File: src/hw/tetris_params.svh
`ifndef TETRIS_PARAMS_SVH
`define TETRIS_PARAMS_SVH

// playfield geometry
`define BOARD_COLS 10
`define BOARD_ROWS 20
`define ROW_W 5
`define COL_W 4

// counter widths
`define LINES_W 10
`define LEVEL_W 6

// gravity in ticks per step
`define GRAVITY_BASE 10
`define GRAVITY_MIN 1

// level goes up every few cleared lines
`define LINES_PER_LEVEL 4

`endif
File: src/hw/tetris_pkg.sv
`include "tetris_params.svh"

package tetris_pkg;

	typedef enum logic [2:0] {
		PIECE_T = 3'b001,
		PIECE_O = 3'b010,
		PIECE_L = 3'b011,
		PIECE_J = 3'b100,
		PIECE_S = 3'b101,
		PIECE_Z = 3'b110,
		PIECE_I = 3'b111
	} piece_kind_e;

	typedef struct packed {
		logic [`ROW_W-1:0] row;
		logic [`COL_W-1:0] col;
	} cell_t;

	typedef cell_t [3:0] cells_t;

	typedef enum logic [2:0] {
		CMD_NONE,
		CMD_SPAWN,
		CMD_LEFT,
		CMD_RIGHT,
		CMD_DOWN,
		CMD_ROTATE
	} piece_cmd_e;

	typedef enum logic {
		OP_LOCK,
		OP_CLEAR
	} board_op_e;

	typedef enum logic [2:0] {
		ST_IDLE,
		ST_SPAWN,
		ST_READY,
		ST_STEP,
		ST_LOCK,
		ST_OVER,
		ST_CLEAR
	} game_state_e;

	// indexed by kind code, cells listed 3 down to 0 as (row, col)
	localparam cells_t spawn_cells [8] = '{
		'{'{0, 0}, '{0, 0}, '{0, 0}, '{0, 0}}, // code 0 unused
		'{'{1, 5}, '{1, 4}, '{1, 3}, '{0, 4}}, // T
		'{'{1, 5}, '{1, 4}, '{0, 5}, '{0, 4}}, // O
		'{'{1, 5}, '{1, 4}, '{1, 3}, '{0, 5}}, // L
		'{'{1, 5}, '{1, 4}, '{1, 3}, '{0, 3}}, // J
		'{'{1, 4}, '{1, 3}, '{0, 5}, '{0, 4}}, // S
		'{'{1, 5}, '{1, 4}, '{0, 4}, '{0, 3}}, // Z
		'{'{0, 6}, '{0, 5}, '{0, 4}, '{0, 3}}  // I
	};

endpackage

File: src/hw/board_if.sv
`timescale 1ns/1ps

interface board_if ();
	import tetris_pkg::*;

	board_op_e op;
	logic req;
	logic ack;
	logic hit;            // combinational probe of piece cand
	logic [2:0] cleared;  // rows removed by last lock

	// four-phase: req up, ack up, req down, ack down
	modport ctrl (
		output op,
		output req,
		input ack,
		input hit,
		input cleared
	);

	modport board (
		input op,
		input req,
		output ack,
		output hit,
		output cleared
	);

endinterface

File: src/hw/piece_if.sv
`timescale 1ns/1ps

interface piece_if ();
	import tetris_pkg::*;

	piece_cmd_e cmd;    // what to try this step
	piece_kind_e kind;  // used by spawn only
	logic commit;       // one-cycle pulse, take cand
	cells_t cand;
	cells_t cells;      // piece as it stands

	modport ctrl (
		output cmd,
		output kind,
		output commit
	);

	modport piece (
		input cmd,
		input kind,
		input commit,
		output cand,
		output cells
	);

	// probe reads cand, lock reads cells
	modport board (
		input cand,
		input cells
	);

endinterface

File: src/hw/tetris_core.sv
`timescale 1ns/1ps
`include "tetris_params.svh"

module tetris_core (
	input logic clk,
	input logic reset,
	input logic tick,
	input logic start,
	input logic left,
	input logic right,
	input logic rotate,
	input logic down,
	input tetris_pkg::piece_kind_e next_kind,
	input logic [`ROW_W-1:0] row_sel,
	output logic [`BOARD_COLS-1:0] row_bits,
	output logic playing,
	output logic game_over,
	output logic [`LINES_W-1:0] lines,
	output logic [`LEVEL_W-1:0] level
);

	piece_if piece_link ();
	board_if board_link ();

	piece_unit u_piece (
		.clk   (clk),
		.reset (reset),
		.piece (piece_link)
	);

	board_store u_board (
		.clk      (clk),
		.reset    (reset),
		.piece    (piece_link),
		.bus      (board_link),
		.row_sel  (row_sel),
		.row_bits (row_bits)
	);

	game_control u_ctrl (
		.clk       (clk),
		.reset     (reset),
		.tick      (tick),
		.start     (start),
		.left      (left),
		.right     (right),
		.rotate    (rotate),
		.down      (down),
		.next_kind (next_kind),
		.piece     (piece_link),
		.bus       (board_link),
		.playing   (playing),
		.game_over (game_over),
		.lines     (lines),
		.level     (level)
	);

endmodule

File: src/hw/game_control.sv
`timescale 1ns/1ps
`include "tetris_params.svh"

module game_control (
	input logic clk,
	input logic reset,
	input logic tick,
	input logic start,
	input logic left,
	input logic right,
	input logic rotate,
	input logic down,
	input tetris_pkg::piece_kind_e next_kind,
	piece_if.ctrl piece,
	board_if.ctrl bus,
	output logic playing,
	output logic game_over,
	output logic [`LINES_W-1:0] lines,
	output logic [`LEVEL_W-1:0] level
);
	import tetris_pkg::*;

	localparam int LEVEL_MAX = (1 << `LEVEL_W) - 1;

	game_state_e state;
	piece_cmd_e cmd_q;
	piece_cmd_e side_q;    // pending side move, NONE if none
	piece_kind_e kind_q;   // kind of the piece in play
	board_op_e op_q;
	logic sample_q;        // cmd_q is out, hit is valid
	logic req_q;
	logic rotate_d;
	logic rot_edge;
	logic rot_latch;
	logic rot_go;
	logic down_go;
	logic [`LEVEL_W-1:0] grav_cnt;
	logic [`LEVEL_W-1:0] grav_period;
	logic grav_due;
	logic [`LINES_W-1:0] lines_sum;
	logic [`LINES_W-1:0] level_steps;
	logic [`LINES_W:0] level_sum;

	assign piece.cmd = cmd_q;
	assign piece.kind = kind_q;
	assign piece.commit = sample_q && !bus.hit;
	assign bus.op = op_q;
	assign bus.req = req_q;

	assign rot_edge = rotate && !rotate_d;

	// faster with level, floored
	assign grav_period = (level >= `LEVEL_W'(`GRAVITY_BASE - `GRAVITY_MIN)) ?
		`LEVEL_W'(`GRAVITY_MIN) : `LEVEL_W'(`GRAVITY_BASE) - level;
	assign grav_due = (grav_cnt + 1'b1) >= grav_period;

	assign lines_sum = lines + `LINES_W'(bus.cleared);
	assign level_steps = lines_sum / `LINES_PER_LEVEL - lines / `LINES_PER_LEVEL;
	assign level_sum = level_steps + level;

	//==========================================================
	// game FSM
	//==========================================================
	always_ff @(posedge clk) begin
		if (reset) begin
			state <= ST_IDLE;
			cmd_q <= CMD_NONE;
			side_q <= CMD_NONE;
			kind_q <= PIECE_I;
			op_q <= OP_LOCK;
			sample_q <= 1'b0;
			req_q <= 1'b0;
			rotate_d <= 1'b0;
			rot_latch <= 1'b0;
			rot_go <= 1'b0;
			down_go <= 1'b0;
			grav_cnt <= '0;
			playing <= 1'b0;
			game_over <= 1'b0;
			lines <= '0;
			level <= '0;
		end else begin
			rotate_d <= rotate;
			if (rot_edge) rot_latch <= 1'b1;

			case (state)
				ST_IDLE, ST_OVER: begin
					if (start) begin
						rot_latch <= 1'b0;
						op_q <= OP_CLEAR;
						req_q <= 1'b1;
						state <= ST_CLEAR;
					end
				end
				ST_CLEAR, ST_LOCK: begin
					if (req_q && bus.ack) begin
						req_q <= 1'b0;
						if (op_q == OP_LOCK) begin
							lines <= lines_sum;
							level <= (level_sum > LEVEL_MAX) ? `LEVEL_W'(LEVEL_MAX) :
								level_sum[`LEVEL_W-1:0];
						end else begin
							lines <= '0;
							level <= '0;
						end
					end else if (!req_q && !bus.ack) begin
						state <= ST_SPAWN;
					end
				end
				ST_SPAWN: begin
					if (!sample_q) begin
						cmd_q <= CMD_SPAWN;
						kind_q <= next_kind;
						sample_q <= 1'b1;
					end else begin
						sample_q <= 1'b0;
						cmd_q <= CMD_NONE;
						if (bus.hit) begin
							playing <= 1'b0;
							game_over <= 1'b1;
							state <= ST_OVER;
						end else begin
							playing <= 1'b1;
							game_over <= 1'b0;
							grav_cnt <= '0;
							state <= ST_READY;
						end
					end
				end
				ST_READY: begin
					if (tick) begin
						rot_go <= (rot_latch || rot_edge) && (kind_q != PIECE_O);
						rot_latch <= 1'b0;
						side_q <= (left && !right) ? CMD_LEFT :
							(right && !left) ? CMD_RIGHT : CMD_NONE;
						down_go <= down || grav_due;
						grav_cnt <= (down || grav_due) ? '0 : grav_cnt + 1'b1;
						state <= ST_STEP;
					end
				end
				ST_STEP: begin
					if (!sample_q) begin
						// rotate, then side, then down
						sample_q <= 1'b1;
						if (rot_go) begin
							cmd_q <= CMD_ROTATE;
							rot_go <= 1'b0;
						end else if (side_q != CMD_NONE) begin
							cmd_q <= side_q;
							side_q <= CMD_NONE;
						end else if (down_go) begin
							cmd_q <= CMD_DOWN;
							down_go <= 1'b0;
						end else begin
							sample_q <= 1'b0;
							state <= ST_READY;
						end
					end else begin
						sample_q <= 1'b0;
						cmd_q <= CMD_NONE;
						if (cmd_q == CMD_DOWN && bus.hit) begin // landed
							op_q <= OP_LOCK;
							req_q <= 1'b1;
							state <= ST_LOCK;
						end
					end
				end
				default: state <= ST_IDLE;
			endcase
		end
	end

endmodule

File: src/hw/board_store.sv
`timescale 1ns/1ps
`include "tetris_params.svh"

module board_store (
	input logic clk,
	input logic reset,
	piece_if.board piece,
	board_if.board bus,
	input logic [`ROW_W-1:0] row_sel,
	output logic [`BOARD_COLS-1:0] row_bits
);
	import tetris_pkg::*;

	typedef enum logic [2:0] {
		B_IDLE,
		B_FIND,
		B_SHIFT,
		B_WIPE,
		B_DONE
	} bstate_e;

	logic [`BOARD_COLS-1:0] grid [`BOARD_ROWS]; // row 0 at the top
	bstate_e state;
	logic [`ROW_W-1:0] row_q;
	logic [2:0] cleared_q;
	logic ack_q;
	logic hit;
	logic full_any;
	logic [`ROW_W-1:0] full_row;

	assign bus.hit = hit;
	assign bus.ack = ack_q;
	assign bus.cleared = cleared_q;
	assign row_bits = (row_sel < `BOARD_ROWS) ? grid[row_sel] : '0;

	// probe: off the board or onto a set cell
	always_comb begin
		hit = 1'b0;
		for (int i = 0; i < 4; i++) begin
			if (piece.cand[i].row >= `BOARD_ROWS || piece.cand[i].col >= `BOARD_COLS) begin
				hit = 1'b1;
			end else if (grid[piece.cand[i].row][piece.cand[i].col]) begin
				hit = 1'b1;
			end
		end
	end

	// lowest full row wins
	always_comb begin
		full_any = 1'b0;
		full_row = '0;
		for (int r = 0; r < `BOARD_ROWS; r++) begin
			if (&grid[r]) begin
				full_any = 1'b1;
				full_row = `ROW_W'(r);
			end
		end
	end

	//==========================================================
	// board operations
	//==========================================================
	always_ff @(posedge clk) begin
		if (reset) begin
			for (int r = 0; r < `BOARD_ROWS; r++) begin
				grid[r] <= '0;
			end
			state <= B_IDLE;
			row_q <= '0;
			cleared_q <= '0;
			ack_q <= 1'b0;
		end else begin
			case (state)
				B_IDLE: begin
					if (bus.req) begin
						cleared_q <= '0;
						if (bus.op == OP_CLEAR) begin
							row_q <= '0;
							state <= B_WIPE;
						end else begin
							for (int i = 0; i < 4; i++) begin
								grid[piece.cells[i].row][piece.cells[i].col] <= 1'b1;
							end
							state <= B_FIND;
						end
					end
				end
				B_FIND: begin
					if (!full_any) begin
						ack_q <= 1'b1;
						state <= B_DONE;
					end else if (full_row == '0) begin
						grid[0] <= '0; // nothing above to pull down
						cleared_q <= cleared_q + 1'b1;
					end else begin
						row_q <= full_row;
						state <= B_SHIFT;
					end
				end
				B_SHIFT: begin
					// one row per cycle, walking up
					grid[row_q] <= grid[row_q - 1'b1];
					if (row_q == `ROW_W'(1)) begin
						grid[0] <= '0;
						cleared_q <= cleared_q + 1'b1;
						state <= B_FIND;
					end else begin
						row_q <= row_q - 1'b1;
					end
				end
				B_WIPE: begin
					grid[row_q] <= '0;
					if (row_q == `ROW_W'(`BOARD_ROWS - 1)) begin
						ack_q <= 1'b1;
						state <= B_DONE;
					end else begin
						row_q <= row_q + 1'b1;
					end
				end
				B_DONE: begin
					if (!bus.req) begin
						ack_q <= 1'b0;
						state <= B_IDLE;
					end
				end
				default: state <= B_IDLE;
			endcase
		end
	end

endmodule

File: src/hw/piece_unit.sv
`timescale 1ns/1ps
`include "tetris_params.svh"

module piece_unit (
	input logic clk,
	input logic reset,
	piece_if.piece piece
);
	import tetris_pkg::*;

	// rotation centre right after spawn
	localparam cell_t PIVOT_I = '{0, 5};
	localparam cell_t PIVOT_STD = '{1, 4};

	cells_t cells_q;
	cell_t pivot_q;
	cells_t cand;
	cell_t cand_pivot;

	assign piece.cand = cand;
	assign piece.cells = cells_q;

	//==========================================================
	// candidate position
	//==========================================================
	always_comb begin : cand_calc
		int dr;
		int dc;
		cand = cells_q;
		cand_pivot = pivot_q;
		dr = 0;
		dc = 0;
		case (piece.cmd)
			CMD_SPAWN: begin
				cand = spawn_cells[piece.kind];
				cand_pivot = (piece.kind == PIECE_I) ? PIVOT_I : PIVOT_STD;
			end
			CMD_LEFT: begin
				for (int i = 0; i < 4; i++) begin
					cand[i].col = cells_q[i].col - 1'b1; // col 0 wraps to 15
				end
				cand_pivot.col = pivot_q.col - 1'b1;
			end
			CMD_RIGHT: begin
				for (int i = 0; i < 4; i++) begin
					cand[i].col = cells_q[i].col + 1'b1;
				end
				cand_pivot.col = pivot_q.col + 1'b1;
			end
			CMD_DOWN: begin
				for (int i = 0; i < 4; i++) begin
					cand[i].row = cells_q[i].row + 1'b1;
				end
				cand_pivot.row = pivot_q.row + 1'b1;
			end
			CMD_ROTATE: begin
				// clockwise, (dr, dc) -> (dc, -dr) around the pivot
				for (int i = 0; i < 4; i++) begin
					dr = int'(cells_q[i].row) - int'(pivot_q.row);
					dc = int'(cells_q[i].col) - int'(pivot_q.col);
					cand[i].row = `ROW_W'(int'(pivot_q.row) + dc);
					cand[i].col = `COL_W'(int'(pivot_q.col) - dr);
				end
			end
			default: begin
				cand = cells_q;
			end
		endcase
	end

	//==========================================================
	// current piece
	//==========================================================
	always_ff @(posedge clk) begin
		if (reset) begin
			cells_q <= '0;
			pivot_q <= '0;
		end else if (piece.commit) begin
			cells_q <= cand;
			pivot_q <= cand_pivot;
		end
	end

endmodule

File: config.mk
export PLATFORM = sky130hd
export DESIGN_NAME = tetris_core
export DESIGN_NICKNAME = d
export VERILOG_FILES = /design/src/hw/tetris_pkg.sv /design/src/hw/board_if.sv /design/src/hw/piece_if.sv /design/src/hw/tetris_core.sv /design/src/hw/game_control.sv /design/src/hw/board_store.sv /design/src/hw/piece_unit.sv
export VERILOG_INCLUDE_DIRS = /design/src /design/src/hw
export SDC_FILE = /design/constraint.sdc
export NUM_CORES = 2
export LEC_CHECK = 0
export BUFFER_PORTS_ARGS = -buffer_cell sky130_fd_sc_hd__buf_2
export CORE_MARGIN = 1
export CORE_UTILIZATION = 25
export CTS_BUF_LIST = sky130_fd_sc_hd__clkbuf_4
export DETAILED_ROUTE_END_ITERATION = 8
export PLACE_DENSITY = 0.41
export REMOVE_ABC_BUFFERS = 1
export SYNTH_ARGS = -nofsm -noshare
export SYNTH_HDL_FRONTEND = slang
export SYNTH_SLANG_ARGS = --single-unit
File: constraint.sdc
create_clock -name clk -period 5.8 [get_ports clk]
set_clock_uncertainty 0.05 [all_clocks]
set_input_delay 1.16 -clock clk [delete_from_list [all_inputs] [get_ports clk]]
set_output_delay 1.16 -clock clk [all_outputs]
set_load 0.1 [all_outputs]
==> key figures <==
Final layout
  • Final Cell Area: 54900 um^2
  • Nets: between 6000 and 7000
  • Most frequent cells in the layout: 965 x nand2_1, 638 x buf_4, 414 x dfxtp_1, 403 x a21oi_1, 359 x nor2_1
  • Fraction of layout cells with a size suffix above 1: a little over a fifth
  • Fillers: between 15000 and 20000
  • Most common cell after layout, fill and taps aside: nand2_1
  • Register area: 8400 um^2
  • Area of the multi-input gates: approximately 34000 um^2
  • Layout area overhead: 20.9%

GRT
  • GR Overflow Total: 0
  • Total GRT Usage: between 40 and 50%
  • Antenna violations before repair: 73
  • Largest net degree at the start of global routing: 97
  • First-pass GRT wire length: around 550000 um
  • Vias in the first global route: roughly 56000

Synthesis
  • Synth area leader: dfxtp_1
  • Sequential cell area fraction in the yosys report: a little under a fifth
  • Post-synthesis mux area share: between 15 and 20%
  • Post-Synth Simple-Gate Area: roughly 22%
  • Synth warn: 0
  • Post-synth cell types: ~110
  • Synth Area in Compound Gates: a little under a third
  • Adder-cell share of the synthesized area: under 10%
  • Mapped cell area: ~45000 um^2
  • Post-synth top flop: dfxtp_1
  • Synth Area in XOR/XNOR: under 10%
  • Synth area leaders: dfxtp_1 18%, mux4_2 9.4%, nand2_1 8.0%
  • Largest family of logic cells by synthesized area: compound AO/OA/AOI/OAI gates
  • Syn_area_per_cell: 7.49 um^2
  • Top-area cell type share of the netlist area: around 18%
  • Mapped Cells: just over 6000
  • FFs w/ async S/R, synth: 0%
  • EDFF count, synth: 0
  • Yosys reg bits: between 400 and 500

Critical path
  • Critical Path Stages: 24
  • CP delay by family, top: buffers and inverters
  • Worst stage delay on the critical path: approximately 760 ps
  • Path depth of the worst reg2reg path: 24
  • Crit end category: register
  • Reg2reg setup slack: approximately 21 ps
  • CP Data Arrival Time: approximately 7000 ps
  • WP buf/inv: 10
  • Most used cell, CP: buf_4
  • CP max stage cell: and4_2
  • CP cell instances: inv_2, buf_4, fa_1, inv_1, fa_1, nand4b_1, buf_4, and4_2, mux2i_1, mux2i_1, mux2i_1, a22oi_1, buf_4, nand3_1, o2111a_1, buf_4, a311o_1, buf_4, nand3_4, nor2_4, buf_12, clkbuf_16, buf_4, a211oi_1
  • Crit path launch type: register
  • CP Class: register to register
  • Crit path max fanout: 20
  • CP Data Required Time: roughly 7000 ps

CTS
  • Worst skew pair latency: approximately 1400 ps
  • Max clock buf depth: 3
  • CTS tree: built
  • # clock sinks: between 400 and 500
  • Reg clk slew, reported paths: approximately 70 ps
  • TritonCTS buffer count: 146
  • H-tree depth: 4
  • Root Buffer: clkbuf_4

Place
  • Hpwl dp: 320000 um
  • Pre-CTS setup slack: -89.0 ps
  • Placer Congestion: about 1.1
  • PortBufs: 43
  • Placed instance area: 52800 um^2

Timing
  • Min Hold Slack: around 190 ps
  • Pins Over Slew Limit: 0
  • Final worst slack: 20.8 ps
  • Hold Violations, Final: 0
  • Period utilization: 99.6%
  • Final setup fails: 0
  • Slew @ Worst Pin: between 1000 and 1500 ps
  • Crit path time final: a little under 6000 ps
  • Upper clock frequency limit: between 150 and 200 MHz
  • RSZ-0062 raised after global routing: false
  • Worst slew margin: between 4 and 5%

Power
  • LEAKAGE: about 18 nW
  • Pwr/cell area: roughly 420 nW/um^2
  • Comb power frac: about 70%
  • Sw power: approximately 14 mW
  • Net Sw Frac: 59.7%
  • VDD IR max: ~220 uV
  • Internal Power: 9.34 mW
  • Register share of total power: between 15 and 20%
  • Clock share of power: approximately 15%

Die
  • Row count: about 160
  • Initial Utilization: 25.2%
  • Total die area: 183000 um^2
  • Core Footprint: between 150000 and 200000 um^2
  • DIE HEIGHT: about 430 um
  • Die W: between 400 and 500 um
  • Number of top-level pins: 44

Status
  • Status: complete, but fails checks
  • Failing checks: DRC

Min path
  • HP Class: input port to register
  • Hold Path Depth: 4

Detailed routing
  • Routed length per instance: 48.3 um
  • Drt drc: 32
  • DRT Wirelength: 429000 um
  • Initial DRT Pass Iterations: 9
  • Via count: between 60000 and 70000
  • Final ANT Viol Nets: 0
  • Iter 0 DRT Violations: 11277
  • Number of vias per cell: ~7

Flow run
  • Max Cap Viol: 0
==> metrics by stage <==
step	util (%)	setup TNS, ps	power, mW	cells
2_1_floorplan	-	-876070	9.64	5467
3_3_place_gp	29.2	-6650	18.5	8583
3_5_place_dp	29.2	-837	18.5	8584
4_1_cts	30.2	0	22.0	8833
5_1_grt	30.4	0	23.1	8850
6_report	30.4	0	23.2	8880
==> cells in the mapped netlist (all sizes together) (38+ instances only) <==
master,number
o22ai,76
a21oi,409
a22oi,47
clkbuf,384
o221ai,216
a221oi,104
nand2,968
nor3,105
nand4,86
inv,183
o21ai,333
nor2,384
nor2b,49
buf,211
mux2i,279
a222oi,72
mux4,189
a31oi,122
o31ai,67
xnor2,38
nand2b,41
dfxtp,419
nand3,331
o211ai,100
and3,73
a311oi,67
a211oi,100
a22o,43
ha,88
==> sequential cells by signal, indices dropped and copies added, names as in the netlist, 2 cells and up <==
signal / flops
u_ctrl.side_q: 2
u_board.bus.cleared: 3
u_piece.pivot_q: 9
u_ctrl.state: 3
u_board.state: 3
u_ctrl.piece.kind: 3
u_board.grid: 320
u_ctrl.lines: 10
u_board.row_q: 5
u_ctrl.level: 6
u_ctrl.piece.cmd: 3
u_piece.piece.cells: 36
u_ctrl.grav_cnt: 6
==> final timing paths <==
| check | startpoint | to |
|---|---|---|
| hold reg to reg | u_ctrl.playing$_SDFFE_PP0P_ | u_ctrl.playing$_SDFFE_PP0P_ |
| setup reg to reg | u_piece.pivot_q[5]$_SDFFE_PP0P_ | u_piece.piece.cells[18]$_SDFFE_PP0P_ |
| setup / recovery | u_piece.pivot_q[5]$_SDFFE_PP0P_ | u_piece.piece.cells[18]$_SDFFE_PP0P_ |
| hold / removal | right | u_ctrl.side_q[0]$_SDFFE_PP0P_ |
==> metal layers <==
metal,vias to the layer above,global-route usage [%],routed length (um)
met5,-,0,215
met4,32,37.0,43500
met3,1668,15.9,55800
met2,5711,61.8,168000
met1,31096,55.1,161000
li1,24085,-,-
==> power groups by stage <==
stage	Combinational, mW	Clock (mW)	Sequential (mW)
4_1_cts	15.0	3.53	3.50
3_3_place_gp	14.9	0	3.56
3_5_place_dp	14.9	0	3.56
5_1_grt	15.9	3.66	3.52
6_report	16.2	3.50	3.53
2_1_floorplan	6.09	0	3.54
==> cell families after synthesis <==
group                    Yosys count
AND/OR/NAND/NOR                 2191
AO/OA/AOI/OAI                   1999
buffers and inverters            780
multiplexers                     488
flip-flops                       419
adder cells (fa/ha/maj)          123
XOR/XNOR                          62
==> layout make-up <==
cell class,count,share of cell area (%)
Tap cell,2370,5.40
Multi-Input combinational cell,4864,62.7
Clock buffer,201,2.75
Inverter,185,1.27
Antenna cell,37,0.169
Clock inverter,44,0.485
Sequential cell,419,15.3
Timing Repair Buffer,760,12.0
==> repair_timing <==
| item | in CTS | in global routing |
|---|---|---|
| pin swaps | 1 | 9 |
| cloned | 0 | 3 |
| endpoints found under the setup margin | 33 | 58 |
| endpoints found under the hold margin | 4 | 0 |
| hold buffers | 4 | 0 |
| resized for setup | 3 | 25 |
| setup buffers | 0 | 7 |
==> tightest hold or removal path, delay by kind of cell <==
family | cells | cell delay (ps)
AND/OR/NAND/NOR | 1 | 60
AO/OA/AOI/OAI | 1 | 60
adder cells (fa/ha/maj) | 1 | 170
buffers and inverters | 1 | 100
Power figures use the tool's default switching activity.
